<file path="src/rtl/hart_pkg.sv">
`default_nettype none

package hart_pkg;

  typedef logic [31:0] word_t;  // data, address or instruction word
  typedef logic [4:0] reg_addr_t;  // register index x0..x31

  localparam word_t RESET_ADDR = 32'h0000_0000;  // first fetch address

  // major opcodes of the executed subset
  localparam logic [6:0] OPCODE_OP     = 7'b0110011;
  localparam logic [6:0] OPCODE_OP_IMM = 7'b0010011;
  localparam logic [6:0] OPCODE_LUI    = 7'b0110111;
  localparam logic [6:0] OPCODE_LOAD   = 7'b0000011;
  localparam logic [6:0] OPCODE_STORE  = 7'b0100011;
  localparam logic [6:0] OPCODE_SYSTEM = 7'b1110011;

  localparam word_t EBREAK_INST = 32'h0010_0073;  // halt marker
  localparam word_t NOP_INST    = 32'h0000_0013;  // addi x0,x0,0 used for bubbles

  localparam logic [3:0] FULL_MASK = 4'b1111;  // only word accesses, all byte lanes

  typedef enum logic [3:0] {
    ALU_ADD,
    ALU_SUB,
    ALU_AND,
    ALU_OR,
    ALU_XOR,
    ALU_SLT,
    ALU_SLTU,
    ALU_SLL,
    ALU_SRL,
    ALU_SRA
  } alu_op_e;

  // decode to execute payload
  typedef struct packed {
    logic      valid;
    word_t     pc;
    word_t     inst;
    alu_op_e   alu_op;
    word_t     op_a;
    word_t     op_b;
    reg_addr_t rs1_raddr;
    reg_addr_t rs2_raddr;
    word_t     rs1_rdata;
    word_t     rs2_rdata;
    reg_addr_t rd;
    logic      reg_write;
    logic      mem_read;
    logic      mem_write;
    word_t     store_data;
  } id_ex_t;

  // execute to memory payload, the alu result doubles as the memory address
  typedef struct packed {
    logic      valid;
    word_t     pc;
    word_t     inst;
    reg_addr_t rs1_raddr;
    reg_addr_t rs2_raddr;
    word_t     rs1_rdata;
    word_t     rs2_rdata;
    word_t     result;
    reg_addr_t rd;
    logic      reg_write;
    logic      mem_read;
    logic      mem_write;
    word_t     store_data;
  } ex_mem_t;

  // one record per completed instruction
  typedef struct packed {
    logic      valid;
    word_t     inst;
    logic      halt;
    reg_addr_t rs1_raddr;
    reg_addr_t rs2_raddr;
    word_t     rs1_rdata;
    word_t     rs2_rdata;
    reg_addr_t rd_waddr;
    word_t     rd_wdata;
    word_t     pc;
    word_t     next_pc;
    word_t     dmem_addr;
    logic [3:0] dmem_mask;
    logic      dmem_ren;
    logic      dmem_wen;
    word_t     dmem_rdata;
    word_t     dmem_wdata;
  } retire_t;

endpackage

`default_nettype wire
</file>
<file path="src/rtl/hart.sv">
`timescale 1ns/1ps
`default_nettype none

module hart (
  input  wire                    i_clk,
  input  wire                    i_rst,
  input  wire hart_pkg::word_t   i_imem_rdata,
  input  wire hart_pkg::word_t   i_dmem_rdata,
  output hart_pkg::word_t        o_imem_raddr,
  output hart_pkg::word_t        o_dmem_addr,
  output hart_pkg::word_t        o_dmem_wdata,
  output logic                   o_dmem_ren,
  output logic                   o_dmem_wen,
  output logic [3:0]             o_dmem_mask,
  output hart_pkg::retire_t      o_retire
);

  logic                 stall;  // holds fetch and decode, bubbles execute
  logic                 fd_valid;
  hart_pkg::word_t      fd_pc;
  hart_pkg::reg_addr_t  rs1_raddr, rs2_raddr;
  hart_pkg::word_t      rs1_rdata, rs2_rdata;
  hart_pkg::id_ex_t     id_ex;
  hart_pkg::ex_mem_t    ex_mem;
  logic                 rd_wen;
  hart_pkg::reg_addr_t  rd_waddr;
  hart_pkg::word_t      rd_wdata;

  fetch_stage i_fetch (
    .i_clk      (i_clk),
    .i_rst      (i_rst),
    .i_stall    (stall),
    .o_pc       (o_imem_raddr),
    .o_fd_valid (fd_valid),
    .o_fd_pc    (fd_pc)
  );

  decode_stage i_decode (
    .i_clk       (i_clk),
    .i_rst       (i_rst),
    .i_stall     (stall),
    .i_fd_valid  (fd_valid),
    .i_fd_pc     (fd_pc),
    .i_inst      (i_imem_rdata),
    .i_rs1_rdata (rs1_rdata),
    .i_rs2_rdata (rs2_rdata),
    .o_rs1_raddr (rs1_raddr),
    .o_rs2_raddr (rs2_raddr),
    .o_id_ex     (id_ex)
  );

  reg_file i_reg_file (
    .i_clk       (i_clk),
    .i_rst       (i_rst),
    .i_rs1_raddr (rs1_raddr),
    .i_rs2_raddr (rs2_raddr),
    .i_rd_waddr  (rd_waddr),
    .i_rd_wen    (rd_wen),
    .i_rd_wdata  (rd_wdata),
    .o_rs1_rdata (rs1_rdata),
    .o_rs2_rdata (rs2_rdata)
  );

  hazard_unit i_hazard (
    .i_fd_valid  (fd_valid),
    .i_rs1_raddr (rs1_raddr),
    .i_rs2_raddr (rs2_raddr),
    .i_id_ex     (id_ex),
    .i_ex_mem    (ex_mem),
    .o_stall     (stall)
  );

  execute_stage i_execute (
    .i_clk    (i_clk),
    .i_rst    (i_rst),
    .i_id_ex  (id_ex),
    .o_ex_mem (ex_mem)
  );

  mem_wb_stage i_mem_wb (
    .i_clk        (i_clk),
    .i_rst        (i_rst),
    .i_ex_mem     (ex_mem),
    .i_dmem_rdata (i_dmem_rdata),
    .o_dmem_addr  (o_dmem_addr),
    .o_dmem_wdata (o_dmem_wdata),
    .o_dmem_ren   (o_dmem_ren),
    .o_dmem_wen   (o_dmem_wen),
    .o_dmem_mask  (o_dmem_mask),
    .o_rd_wen     (rd_wen),
    .o_rd_waddr   (rd_waddr),
    .o_rd_wdata   (rd_wdata),
    .o_retire     (o_retire)
  );

endmodule

`default_nettype wire

</file>
<file path="src/rtl/mem_wb_stage.sv">
`timescale 1ns/1ps
`default_nettype none

module mem_wb_stage (
  input  wire                     i_clk,
  input  wire                     i_rst,
  input  wire hart_pkg::ex_mem_t  i_ex_mem,
  input  wire hart_pkg::word_t    i_dmem_rdata,  // answers the address of the previous edge
  output hart_pkg::word_t         o_dmem_addr,
  output hart_pkg::word_t         o_dmem_wdata,
  output logic                    o_dmem_ren,
  output logic                    o_dmem_wen,
  output logic [3:0]              o_dmem_mask,
  output logic                    o_rd_wen,
  output hart_pkg::reg_addr_t     o_rd_waddr,
  output hart_pkg::word_t         o_rd_wdata,
  output hart_pkg::retire_t       o_retire
);

  hart_pkg::ex_mem_t wb_q;  // instruction in writeback

  // memory stage, a store lands at the edge that ends this cycle
  assign o_dmem_addr  = i_ex_mem.result;
  assign o_dmem_wdata = i_ex_mem.store_data;
  assign o_dmem_ren   = i_ex_mem.valid && i_ex_mem.mem_read;
  assign o_dmem_wen   = i_ex_mem.valid && i_ex_mem.mem_write;
  assign o_dmem_mask  = hart_pkg::FULL_MASK;

  always_ff @(posedge i_clk) begin
    wb_q <= i_ex_mem;
    if (i_rst) begin
      wb_q.valid     <= 1'b0;
      wb_q.reg_write <= 1'b0;
      wb_q.mem_read  <= 1'b0;
      wb_q.mem_write <= 1'b0;
    end
  end

  assign o_rd_wen   = wb_q.valid && wb_q.reg_write;
  assign o_rd_waddr = wb_q.reg_write ? wb_q.rd : '0;  // stores and ebreak report x0
  assign o_rd_wdata = wb_q.mem_read ? i_dmem_rdata : wb_q.result;

  always_comb begin
    o_retire            = '0;
    o_retire.valid      = wb_q.valid;
    o_retire.inst       = wb_q.inst;
    o_retire.halt       = wb_q.inst == hart_pkg::EBREAK_INST;
    o_retire.rs1_raddr  = wb_q.rs1_raddr;
    o_retire.rs2_raddr  = wb_q.rs2_raddr;
    o_retire.rs1_rdata  = wb_q.rs1_rdata;
    o_retire.rs2_rdata  = wb_q.rs2_rdata;
    o_retire.rd_waddr   = o_rd_waddr;
    o_retire.rd_wdata   = o_rd_wdata;
    o_retire.pc         = wb_q.pc;
    o_retire.next_pc    = wb_q.pc + 32'd4;  // straight-line code only
    o_retire.dmem_addr  = wb_q.result;
    o_retire.dmem_mask  = hart_pkg::FULL_MASK;
    o_retire.dmem_ren   = wb_q.mem_read;
    o_retire.dmem_wen   = wb_q.mem_write;
    o_retire.dmem_rdata = i_dmem_rdata;
    o_retire.dmem_wdata = wb_q.store_data;
  end

endmodule

`default_nettype wire

</file>
<file path="src/rtl/execute_stage.sv">
`timescale 1ns/1ps
`default_nettype none

module execute_stage (
  input  wire                    i_clk,
  input  wire                    i_rst,
  input  wire hart_pkg::id_ex_t  i_id_ex,
  output hart_pkg::ex_mem_t      o_ex_mem
);

  hart_pkg::word_t a, b;
  hart_pkg::word_t result;
  logic [4:0]      shamt;

  assign a     = i_id_ex.op_a;
  assign b     = i_id_ex.op_b;
  assign shamt = b[4:0];  // shifts use the low five bits only

  always_comb begin
    case (i_id_ex.alu_op)
      hart_pkg::ALU_SUB:  result = a - b;
      hart_pkg::ALU_AND:  result = a & b;
      hart_pkg::ALU_OR:   result = a | b;
      hart_pkg::ALU_XOR:  result = a ^ b;
      hart_pkg::ALU_SLT:  result = {31'd0, $signed(a) < $signed(b)};
      hart_pkg::ALU_SLTU: result = {31'd0, a < b};
      hart_pkg::ALU_SLL:  result = a << shamt;
      hart_pkg::ALU_SRL:  result = a >> shamt;
      hart_pkg::ALU_SRA:  result = $unsigned($signed(a) >>> shamt);
      default:            result = a + b;  // add, lui and load/store address
    endcase
  end

  always_ff @(posedge i_clk) begin
    o_ex_mem.pc         <= i_id_ex.pc;
    o_ex_mem.inst       <= i_id_ex.inst;
    o_ex_mem.rs1_raddr  <= i_id_ex.rs1_raddr;
    o_ex_mem.rs2_raddr  <= i_id_ex.rs2_raddr;
    o_ex_mem.rs1_rdata  <= i_id_ex.rs1_rdata;
    o_ex_mem.rs2_rdata  <= i_id_ex.rs2_rdata;
    o_ex_mem.result     <= result;
    o_ex_mem.rd         <= i_id_ex.rd;
    o_ex_mem.store_data <= i_id_ex.store_data;
    if (i_rst) begin
      o_ex_mem.valid     <= 1'b0;
      o_ex_mem.reg_write <= 1'b0;
      o_ex_mem.mem_read  <= 1'b0;
      o_ex_mem.mem_write <= 1'b0;
    end else begin
      o_ex_mem.valid     <= i_id_ex.valid;
      o_ex_mem.reg_write <= i_id_ex.reg_write;
      o_ex_mem.mem_read  <= i_id_ex.mem_read;
      o_ex_mem.mem_write <= i_id_ex.mem_write;
    end
  end

endmodule

`default_nettype wire

</file>
<file path="src/rtl/hazard_unit.sv">
`timescale 1ns/1ps
`default_nettype none

module hazard_unit (
  input  wire                       i_fd_valid,
  input  wire hart_pkg::reg_addr_t  i_rs1_raddr,
  input  wire hart_pkg::reg_addr_t  i_rs2_raddr,
  input  wire hart_pkg::id_ex_t     i_id_ex,
  input  wire hart_pkg::ex_mem_t    i_ex_mem,
  output logic                      o_stall
);

  logic rs1_busy, rs2_busy;

  // true when an older instruction has yet to write the source register
  function automatic logic pending(input logic v, input logic w,
                                   input hart_pkg::reg_addr_t rd,
                                   input hart_pkg::reg_addr_t rs);
    pending = v && w && rs != '0 && rd == rs;
  endfunction

  // writeback is not checked, the register file bypass covers it
  assign rs1_busy = pending(i_id_ex.valid, i_id_ex.reg_write, i_id_ex.rd, i_rs1_raddr) ||
                    pending(i_ex_mem.valid, i_ex_mem.reg_write, i_ex_mem.rd, i_rs1_raddr);
  assign rs2_busy = pending(i_id_ex.valid, i_id_ex.reg_write, i_id_ex.rd, i_rs2_raddr) ||
                    pending(i_ex_mem.valid, i_ex_mem.reg_write, i_ex_mem.rd, i_rs2_raddr);

  assign o_stall = i_fd_valid && (rs1_busy || rs2_busy);

endmodule

`default_nettype wire

</file>
<file path="src/rtl/reg_file.sv">
`timescale 1ns/1ps
`default_nettype none

module reg_file (
  input  wire                       i_clk,
  input  wire                       i_rst,
  input  wire hart_pkg::reg_addr_t  i_rs1_raddr,
  input  wire hart_pkg::reg_addr_t  i_rs2_raddr,
  input  wire hart_pkg::reg_addr_t  i_rd_waddr,
  input  wire                       i_rd_wen,
  input  wire hart_pkg::word_t      i_rd_wdata,
  output hart_pkg::word_t           o_rs1_rdata,
  output hart_pkg::word_t           o_rs2_rdata
);

  hart_pkg::word_t regs [1:31];  // x0 has no storage

  // x0 reads zero, a same-cycle write is passed straight through
  function automatic hart_pkg::word_t read_port(input hart_pkg::reg_addr_t addr);
    if (addr == '0) begin
      read_port = '0;
    end else if (i_rd_wen && i_rd_waddr == addr) begin
      read_port = i_rd_wdata;
    end else begin
      read_port = regs[addr];
    end
  endfunction

  always_ff @(posedge i_clk) begin
    if (i_rst) begin
      for (int i = 1; i < 32; i++) begin
        regs[i] <= '0;
      end
    end else if (i_rd_wen && i_rd_waddr != '0) begin
      regs[i_rd_waddr] <= i_rd_wdata;  // writes to x0 are dropped
    end
  end

  always_comb begin
    o_rs1_rdata = read_port(i_rs1_raddr);
    o_rs2_rdata = read_port(i_rs2_raddr);
  end

endmodule

`default_nettype wire

</file>
<file path="src/rtl/decode_stage.sv">
`timescale 1ns/1ps
`default_nettype none

module decode_stage (
  input  wire                   i_clk,
  input  wire                   i_rst,
  input  wire                   i_stall,
  input  wire                   i_fd_valid,
  input  wire hart_pkg::word_t  i_fd_pc,
  input  wire hart_pkg::word_t  i_inst,
  input  wire hart_pkg::word_t  i_rs1_rdata,
  input  wire hart_pkg::word_t  i_rs2_rdata,
  output hart_pkg::reg_addr_t   o_rs1_raddr,
  output hart_pkg::reg_addr_t   o_rs2_raddr,
  output hart_pkg::id_ex_t      o_id_ex
);

  hart_pkg::word_t     inst_q;  // last word decode worked on
  logic                held_q;  // set when the previous edge was stalled
  hart_pkg::word_t     inst;
  logic [6:0]          opcode;
  logic [2:0]          funct3;
  hart_pkg::word_t     imm_i, imm_s, imm_u;
  hart_pkg::word_t     imm;  // immediate picked for operand b
  logic                use_rs1, use_rs2;
  logic                b_is_reg;  // register-register format
  hart_pkg::alu_op_e   alu_op;
  logic                reg_write, mem_read, mem_write;
  hart_pkg::id_ex_t    id_ex_d;

  // funct3 plus the bit 30 modifier select the alu function
  function automatic hart_pkg::alu_op_e alu_sel(input logic [2:0] f3, input logic alt);
    case (f3)
      3'b000:  alu_sel = alt ? hart_pkg::ALU_SUB : hart_pkg::ALU_ADD;
      3'b001:  alu_sel = hart_pkg::ALU_SLL;
      3'b010:  alu_sel = hart_pkg::ALU_SLT;
      3'b011:  alu_sel = hart_pkg::ALU_SLTU;
      3'b100:  alu_sel = hart_pkg::ALU_XOR;
      3'b101:  alu_sel = alt ? hart_pkg::ALU_SRA : hart_pkg::ALU_SRL;
      3'b110:  alu_sel = hart_pkg::ALU_OR;
      default: alu_sel = hart_pkg::ALU_AND;
    endcase
  endfunction

  // once stalled the memory has already moved to the next word, so the held copy is used
  assign inst = held_q ? inst_q : i_inst;

  always_ff @(posedge i_clk) begin
    inst_q <= inst;
  end

  always_ff @(posedge i_clk) begin
    if (i_rst) begin
      held_q <= 1'b0;
    end else begin
      held_q <= i_stall;
    end
  end

  assign opcode = inst[6:0];
  assign funct3 = inst[14:12];
  assign imm_i  = {{20{inst[31]}}, inst[31:20]};
  assign imm_s  = {{20{inst[31]}}, inst[31:25], inst[11:7]};
  assign imm_u  = {inst[31:12], 12'd0};

  always_comb begin
    use_rs1   = 1'b0;
    use_rs2   = 1'b0;
    b_is_reg  = 1'b0;
    imm       = imm_i;
    alu_op    = hart_pkg::ALU_ADD;  // addresses and lui use the adder
    reg_write = 1'b0;
    mem_read  = 1'b0;
    mem_write = 1'b0;
    case (opcode)
      hart_pkg::OPCODE_OP: begin
        use_rs1   = 1'b1;
        use_rs2   = 1'b1;
        b_is_reg  = 1'b1;
        alu_op    = alu_sel(funct3, inst[30]);
        reg_write = 1'b1;
      end
      hart_pkg::OPCODE_OP_IMM: begin
        use_rs1   = 1'b1;
        alu_op    = alu_sel(funct3, funct3 == 3'b101 && inst[30]);  // only srai has alt
        reg_write = 1'b1;
      end
      hart_pkg::OPCODE_LUI: begin
        imm       = imm_u;  // rs1 reads as x0, so operand a is zero
        reg_write = 1'b1;
      end
      hart_pkg::OPCODE_LOAD: begin
        use_rs1   = 1'b1;
        reg_write = 1'b1;
        mem_read  = 1'b1;
      end
      hart_pkg::OPCODE_STORE: begin
        use_rs1   = 1'b1;
        use_rs2   = 1'b1;
        imm       = imm_s;
        mem_write = 1'b1;
      end
      hart_pkg::OPCODE_SYSTEM: begin
        // ebreak has no side effects here, halt is flagged at retire
      end
      default: begin
      end
    endcase
  end

  // formats that do not read a source report x0
  assign o_rs1_raddr = use_rs1 ? inst[19:15] : '0;
  assign o_rs2_raddr = use_rs2 ? inst[24:20] : '0;

  always_comb begin
    id_ex_d            = '0;
    id_ex_d.valid      = 1'b1;
    id_ex_d.pc         = i_fd_pc;
    id_ex_d.inst       = inst;
    id_ex_d.alu_op     = alu_op;
    id_ex_d.op_a       = i_rs1_rdata;  // x0 reads zero, which covers lui
    id_ex_d.op_b       = b_is_reg ? i_rs2_rdata : imm;
    id_ex_d.rs1_raddr  = o_rs1_raddr;
    id_ex_d.rs2_raddr  = o_rs2_raddr;
    id_ex_d.rs1_rdata  = i_rs1_rdata;
    id_ex_d.rs2_rdata  = i_rs2_rdata;
    id_ex_d.rd         = inst[11:7];
    id_ex_d.reg_write  = reg_write;
    id_ex_d.mem_read   = mem_read;
    id_ex_d.mem_write  = mem_write;
    id_ex_d.store_data = i_rs2_rdata;
  end

  always_ff @(posedge i_clk) begin
    o_id_ex <= id_ex_d;
    if (i_rst || i_stall || !i_fd_valid) begin  // bubble into execute
      o_id_ex.valid     <= 1'b0;
      o_id_ex.inst      <= hart_pkg::NOP_INST;
      o_id_ex.reg_write <= 1'b0;
      o_id_ex.mem_read  <= 1'b0;
      o_id_ex.mem_write <= 1'b0;
    end
  end

endmodule

`default_nettype wire

</file>
<file path="src/rtl/fetch_stage.sv">
`timescale 1ns/1ps
`default_nettype none

module fetch_stage (
  input  wire             i_clk,
  input  wire             i_rst,
  input  wire             i_stall,
  output hart_pkg::word_t o_pc,  // also the instruction memory address
  output logic            o_fd_valid,
  output hart_pkg::word_t o_fd_pc
);

  // the memory samples o_pc at the edge and answers after it, so the pc and
  // valid flag are delayed by one register to meet the returning word
  always_ff @(posedge i_clk) begin
    if (i_rst) begin
      o_pc       <= hart_pkg::RESET_ADDR;
      o_fd_valid <= 1'b0;  // stays low through the first cycle after reset
    end else if (!i_stall) begin
      o_pc       <= o_pc + 32'd4;  // no branches, so the pc only walks forward
      o_fd_valid <= 1'b1;
    end
  end

  always_ff @(posedge i_clk) begin
    if (!i_stall) begin
      o_fd_pc <= o_pc;  // pc of the word that arrives next cycle
    end
  end

endmodule

`default_nettype wire

</file>
<file path="config.mk">
export PLATFORM = sky130hd
export DESIGN_NAME = hart
export DESIGN_NICKNAME = d
export VERILOG_FILES = /design/src/rtl/hart_pkg.sv /design/src/rtl/hart.sv /design/src/rtl/mem_wb_stage.sv /design/src/rtl/execute_stage.sv /design/src/rtl/hazard_unit.sv /design/src/rtl/reg_file.sv /design/src/rtl/decode_stage.sv /design/src/rtl/fetch_stage.sv
export SDC_FILE = /design/constraint.sdc
export NUM_CORES = 2
export LEC_CHECK = 0
export ABC_AREA = 1
export ABC_CLOCK_PERIOD_IN_PS = 4140
export BUFFER_PORTS_ARGS = -buffer_cell sky130_fd_sc_hd__buf_4
export CORE_MARGIN = 2
export CORE_UTILIZATION = 30
export CTS_CLUSTER_SIZE = 12
export DETAILED_ROUTE_END_ITERATION = 12
export PLACE_DENSITY_LB_ADDON = 0.12
export SETUP_SLACK_MARGIN = 0.05
export SLEW_MARGIN = 20
export SYNTH_ARGS = -nofsm -noshare
export SYNTH_HDL_FRONTEND = slang
export SYNTH_HIERARCHICAL = 1
export SYNTH_SLANG_ARGS = --single-unit
</file>
<file path="constraint.sdc">
create_clock -name i_clk -period 4.14 [get_ports i_clk]
set_clock_uncertainty 0.2 [all_clocks]
set_input_delay 0.414 -clock i_clk [delete_from_list [all_inputs] [get_ports i_clk]]
set_output_delay 0.414 -clock i_clk [all_outputs]
set_load 0.05 [all_outputs]
</file>
## Yosys cells after proc, flatten, opt, wreduce, memory -nomap -nowiden

Memory sizes are Yosys's and may differ from the RTL's.
Index checks and enable logic that the tools add are counted.
Widths: inputs -> output; s select.

- Register bits: 639
- Latch bits: 0
- Memory bits (writable): 992
- ROM bits: 0
- Input bits: 66
- Output and inout port bits: 413
- Word-level logic and storage cells: 149
- Memories kept: 1

- Add/sub/neg operators: 4
- $mul: 0
- Div/mod/pow operators: 0
- Order comparisons: 2
- Equality and inequality tests: 27
- Shift-type cells: 3
- Mux-type cells: 33
- Bitwise logic cells: 3
- Reduce and logical (&&, ||, !) cells: 34

Memory list:

| memory | depth | bits a word | read ports | clocked after memory_dff | wr ports | RTL line | RTL |
|---|---|---|---|---|---|---|---|
| i_reg_file.regs | 31 | 32 | 2 | 0 | 31 | reg_file.sv:16 | `hart_pkg::word_t regs [1:31];` |

Operators by type and width:

| kind | count |
|---|---|
| $pmux 32 s9 | 1 |
| $mux 32 | 7 |
| $add 32x3->32 const B | 2 |
| $lt 32x32->1 | 2 |
| $pmux 31 s2 | 1 |
| $pmux 4 s7 | 2 |
| $add 32x32->32 | 1 |
| $and 32x32->32 | 1 |
| $eq 32x21->1 const B | 1 |
| $or 32x32->32 | 1 |
| $reduce_or 32->1 | 1 |
| $shl 32x5->32 | 1 |
| $shr 32x5->32 | 1 |
| $sshr 32x5->32 | 1 |
| $sub 32x32->32 | 1 |
| $xor 32x32->32 | 1 |
| $eq 5x5->1 | 6 |
| $eq 7x6->1 const B | 3 |
| $mux 5 | 4 |
| $logic_and 1x1->1 | 18 |
| $mux 1 | 17 |
| $eq 4x3->1 const B | 4 |
| $reduce_bool 5->1 | 3 |
| $logic_not 5->1 | 2 |
| 14 further kinds | 24 |

## Longest topological paths before layout

- Depth after elaboration: 14
- Gate-level depth with buffers: 27
- Gate-level depth less buffers: 26

## Modules after synthesis

Netlist, hierarchy kept.

Modules (own cells, without submodules):

| module | times used | cells each | area an instance (µm²) | sequential area each (µm²) |
|---|---|---|---|---|
| reg_file | 1 | 7428 | 58051.9 | 30749.5 |
| execute_stage | 1 | 2211 | 13989.7 | 4224.1 |
| mem_wb_stage | 1 | 820 | 8286.7 | 4224.1 |
| decode_stage | 1 | 599 | 6304.8 | 4224.1 |
| fetch_stage | 1 | 290 | 2627.5 | 1521.5 |
| hazard_unit | 1 | 107 | 431.7 | 0.0 |

## Least setup slack after synthesis

No wires, ideal clock.

- Path kind: flip-flop to flip-flop
- Start: reg i_decode.held_q
- End: reg i_decode/o_id_ex[131] (netlist name)
- Setup time: 0.135 ns
- Data arrival time: 2.929 ns
- Data required time: 3.805 ns
- Slack: 0.875 ns
- Stages on the path, launching flop included: 24
- Path buffers: 4
- Clock period less this slack: 3.265 ns
- Cells stage by stage: dfxtp_1 > buf_6 > nand2_1 > nand2_2 > nand2_2 > nor2_8 > inv_1 > nor2_1 > nand2_1 > nor2_1 > buf_4 > clkbuf_1 > clkinv_1 > nor2_1 > clkbuf_1 > nand3_1 > nand2_1 > inv_1 > nand2_1 > nand2_1 > nand2_1 > a21oi_1 > nand2_1 > o211ai_1

RTL lines:

| what | RTL line | RTL |
|---|---|---|
| start: declaration | decode_stage.sv:19 | `logic held_q;` |
| start signal: assignment | decode_stage.sv:56 | `held_q <= i_stall;` |
| end signal: assignment | decode_stage.sv:135 | `o_id_ex <= id_ex_d;` |
| end: declaration | decode_stage.sv:15 | `output hart_pkg::id_ex_t o_id_ex` |

==> results.py <==
metrics = {
    "run_status": {
        "status": "completed",
    },
    "yosys": {
        "ys_top_cells_by_count": "nand2_1 (2726), nor2_1 (1682), nand3_1 (1474), edfxtp_1 (1054), inv_1 (987)",
        "syn_area_sq_um": 89700,
        "yosysMostFrequentCell": "nand2_1",
        "async_reset_ff_share_pct": 0,
        "yosysWarnings": 6,
        "ys_types": 60,
        "netlist.area_leader.share_pct": 35.3,
        "yosys.area.top_type": "edfxtp_1",
        "netlist_top_cells_area": "edfxtp_1 (35%), dfxtp_1 (15%), nand2_1 (11%)",
        "syn-mean-instance-area_sq_um": 7.83,
        "yosysSeqAreaShare_pct": 50.1,
        "syn_inst": 11455,
        "synth_edf_count": 1054,
        "synth-seq-cells": 1718,
        "synth_flop_cell": "edfxtp_1",
    },
    "die": {
        "dieArea_sq_um": 303000,
        "row_count": 200,
        "num_io_pins": 479,
        "die_h_um": 551,
        "core_area_sq_um": 297000,
        "start_util_pct": 30.2,
        "fp.dieW_um": 551,
    },
    "critical_path": {
        "r2r_end": "i_decode/o_id_ex[98]",
        "r2r_slack_ns": 0.07,
        "startpoint_type": "register",
        "path_buf_inv": 8,
        "r2r_cells": 20,
        "critPathKind": "register to register",
        "r2r_start": "i_decode/held_q",
        "crit_arrival_ns": 4.71,
        "crit_slowest_cell": "dfxtp_4",
        "cpPeakStageDelay_ns": 0.39,
        "crit_chain": "inv_6, nand2_1, nand2_2, nand2_4, nor2_8, inv_1, nor2_4, buf_4, inv_1, buf_4, nor2_4, buf_4, buf_12, buf_6, o211ai_1, nand3_1, nand3_1, nand2_1, nand2_1, a21oi_1",
        "crit_family": "simple AND/OR/NAND/NOR gates",
        "critPathMaxFanout": 62,
        "required_ns": 4.78,
        "end_kind": "register",
        "cp_num_cells": 20,
    },
    "global_route": {
        "overflow": 0,
        "grt_first_pass_wirelength_mm": 603,
        "grt_max_degree": 69,
        "antenna_found_initial": 33,
        "grt_pass1_vias": 76978,
        "grt_usage_pct": 28.0,
    },
    "drt": {
        "antenna_left": 0,
        "drcViolationCount": 0,
        "vias_per_cell": 5.19,
        "wl_per_cell_um": 27.7,
        "drt_iter0_drc": 10393,
        "first_pass_iters": 9,
        "num_vias": 82882,
        "totalWireLength_mm": 441,
    },
    "placed_design": {
        "port_buffers": 468,
        "placed_cells": 15517,
        "hpwl_mm": 313,
        "globalplace.congestion": 0.979,
        "placed_area_sq_um": 100000,
    },
    "timing": {
        "setup_viol": 0,
        "slew-limit-headroom_pct": 37.7,
        "drv_slew": 0,
        "worst_pin_slew_ns": 0.935,
        "fmax_ghz": 0.245,
        "fin_crit_ns": 4.07,
        "hold_viol_final": 0,
        "rsz0062_at_grt": "yes",
        "fin_crit_sh_pct": 98.4,
        "fin_tns_setup_ns": 0,
    },
    "finish": {
        "syn_to_final_growth_pct": 20.1,
        "multi_input_area_sq_um": 35000,
        "drive_above_1_share_pct": 15.9,
        "stdcell_area_sq_um": 108000,
        "seqCellArea_sq_um": 45000,
        "n_fill_cell": 30650,
        "nets": 12013,
        "layoutNonFillerInstCount": 15956,
    },
    "clock_tree": {
        "cts_tree": "yes",
        "clk_latency_ns": 0.93,
        "cts_buffers": 206,
        "cts_max_level": 4,
        "clock_path_buffers": 4,
        "cts.sinks": 1718,
        "cts-root-buf": "clkbuf_16",
        "clk_pin_slew_ns": 0.06,
    },
    "min_path": {
        "hp-start": "i_dmem_rdata[25]",
        "min_path_cells": 2,
        "hp-class": "primary input to register",
        "holdPathEnd": "i_reg_file/regs[0][25]",
    },
    "power_and_ir_drop": {
        "power.density_nw_per_um2": 394,
        "finalPower_mw": 42.4,
        "p_leak_nw": 46.1,
        "ir_drop_mv": 0.330,
    },
    "run": {
        "max_cap_violations": 0,
    },
}
[cells by family after synthesis]
group                    Yosys count  synth area share [%]
adder cells (fa/ha/maj)          101                  1.43
buffers and inverters           2208                  11.5
AO/OA/AOI/OAI                   1219                  7.64
other                              3                0.0126
multiplexers                      33                 0.413
XOR/XNOR                          27                 0.272
flip-flops                      1718                  50.1
AND/OR/NAND/NOR                 6146                  28.7
[report_power, final]
part | internal [mW] | switching [mW] | leakage (nW)
clock network | 10.9 | 7.61 | 3.33
logic | 1.21 | 3.71 | 26.1
registers | 18.7 | 0.362 | 16.6
[per-layer routing]
layer | wire, um | GRT usage, % | vias to the layer above
met4 | 21900 | 12.2 | 8
met3 | 39800 | 4.91 | 689
met5 | 75 | 0 | -
met1 | 184000 | 37.7 | 40323
met2 | 195000 | 44.0 | 4298
li1 | - | - | 37564
[worst max-delay path by stage]
| stage | from | slack [ns] | endpoint |
|---|---|---|---|
| 2_1_floorplan | i_decode/held_q | 0.88 | i_decode/o_id_ex[131] |
| 3_3_place_gp | i_imem_rdata[2] | -0.56 | i_decode/o_id_ex[116] |
| 3_5_place_dp | i_imem_rdata[2] | -0.48 | i_decode/o_id_ex[116] |
| 4_1_cts | i_decode/held_q | 0.01 | i_decode/o_id_ex[120] |
| 5_1_grt | i_decode/held_q | 0.01 | i_decode/o_id_ex[120] |
| 6_report | i_decode/held_q | 0.07 | i_decode/o_id_ex[98] |
[flip-flops by register name, summed over array words and instances (netlist names)]
signal,flops
i_reg_file/regs,1024
i_execute/o_ex_mem,211
i_mem_wb/o_retire,205
i_decode/o_id_ex,182
i_fetch/o_fd_pc,30
i_fetch/o_pc,30
i_decode/inst_q,28
i_mem_wb/wb_q,6
i_decode/held_q,1
i_fetch/o_fd_valid,1
[through the flow]
| step | setup WS (ns) | utilization, % | hold slack, ns |
|---|---|---|---|
| 5_1_grt | 0.0113 | 36.2 | 0.00391 |
| 4_1_cts | 0.0104 | 36.1 | 0.0143 |
| 3_5_place_dp | -0.480 | 33.6 | 0.112 |
| 2_1_floorplan | 0.875 | - | 0.110 |
| 6_report | 0.0662 | 36.2 | 0.0458 |
| 3_3_place_gp | -0.559 | 33.6 | 0.110 |
[cell usage in the layout (no fill, tap or decap), types with 63 or more instances in the layout]
cell          n
a21oi_1     398
buf_12      145
buf_4      1121
clkbuf_16   220
dfxtp_1     659
edfxtp_1   1054
ha_1         99
inv_1       979
nand2_1    2685
nand2_2      63
nand3_1    1455
nor2_1     1663
o211ai_1    231
o21ai_0     489
or2_2        71
[layout make-up]
cell class / instances / share of cell area (%)
antenna: 14 / 0.0325
clock buffer: 273 / 5.38
clock inverter: 92 / 0.915
inverter: 1019 / 3.59
multi-input combinational: 7570 / 32.5
sequential: 1718 / 41.7
tap: 3939 / 4.57
timing repair buffer: 1331 / 11.3
[what timing repair did]
action	4_1_cts	5_1_grt
buffers inserted	3	11
gates cloned	0	5
endpoints found under the setup margin	15	171
pin swaps	1	7
hold buffers	43	0
hold endpoints to repair	125	0
resized for setup	20	48
Note: power is estimated with default switching activity, not from simulation.
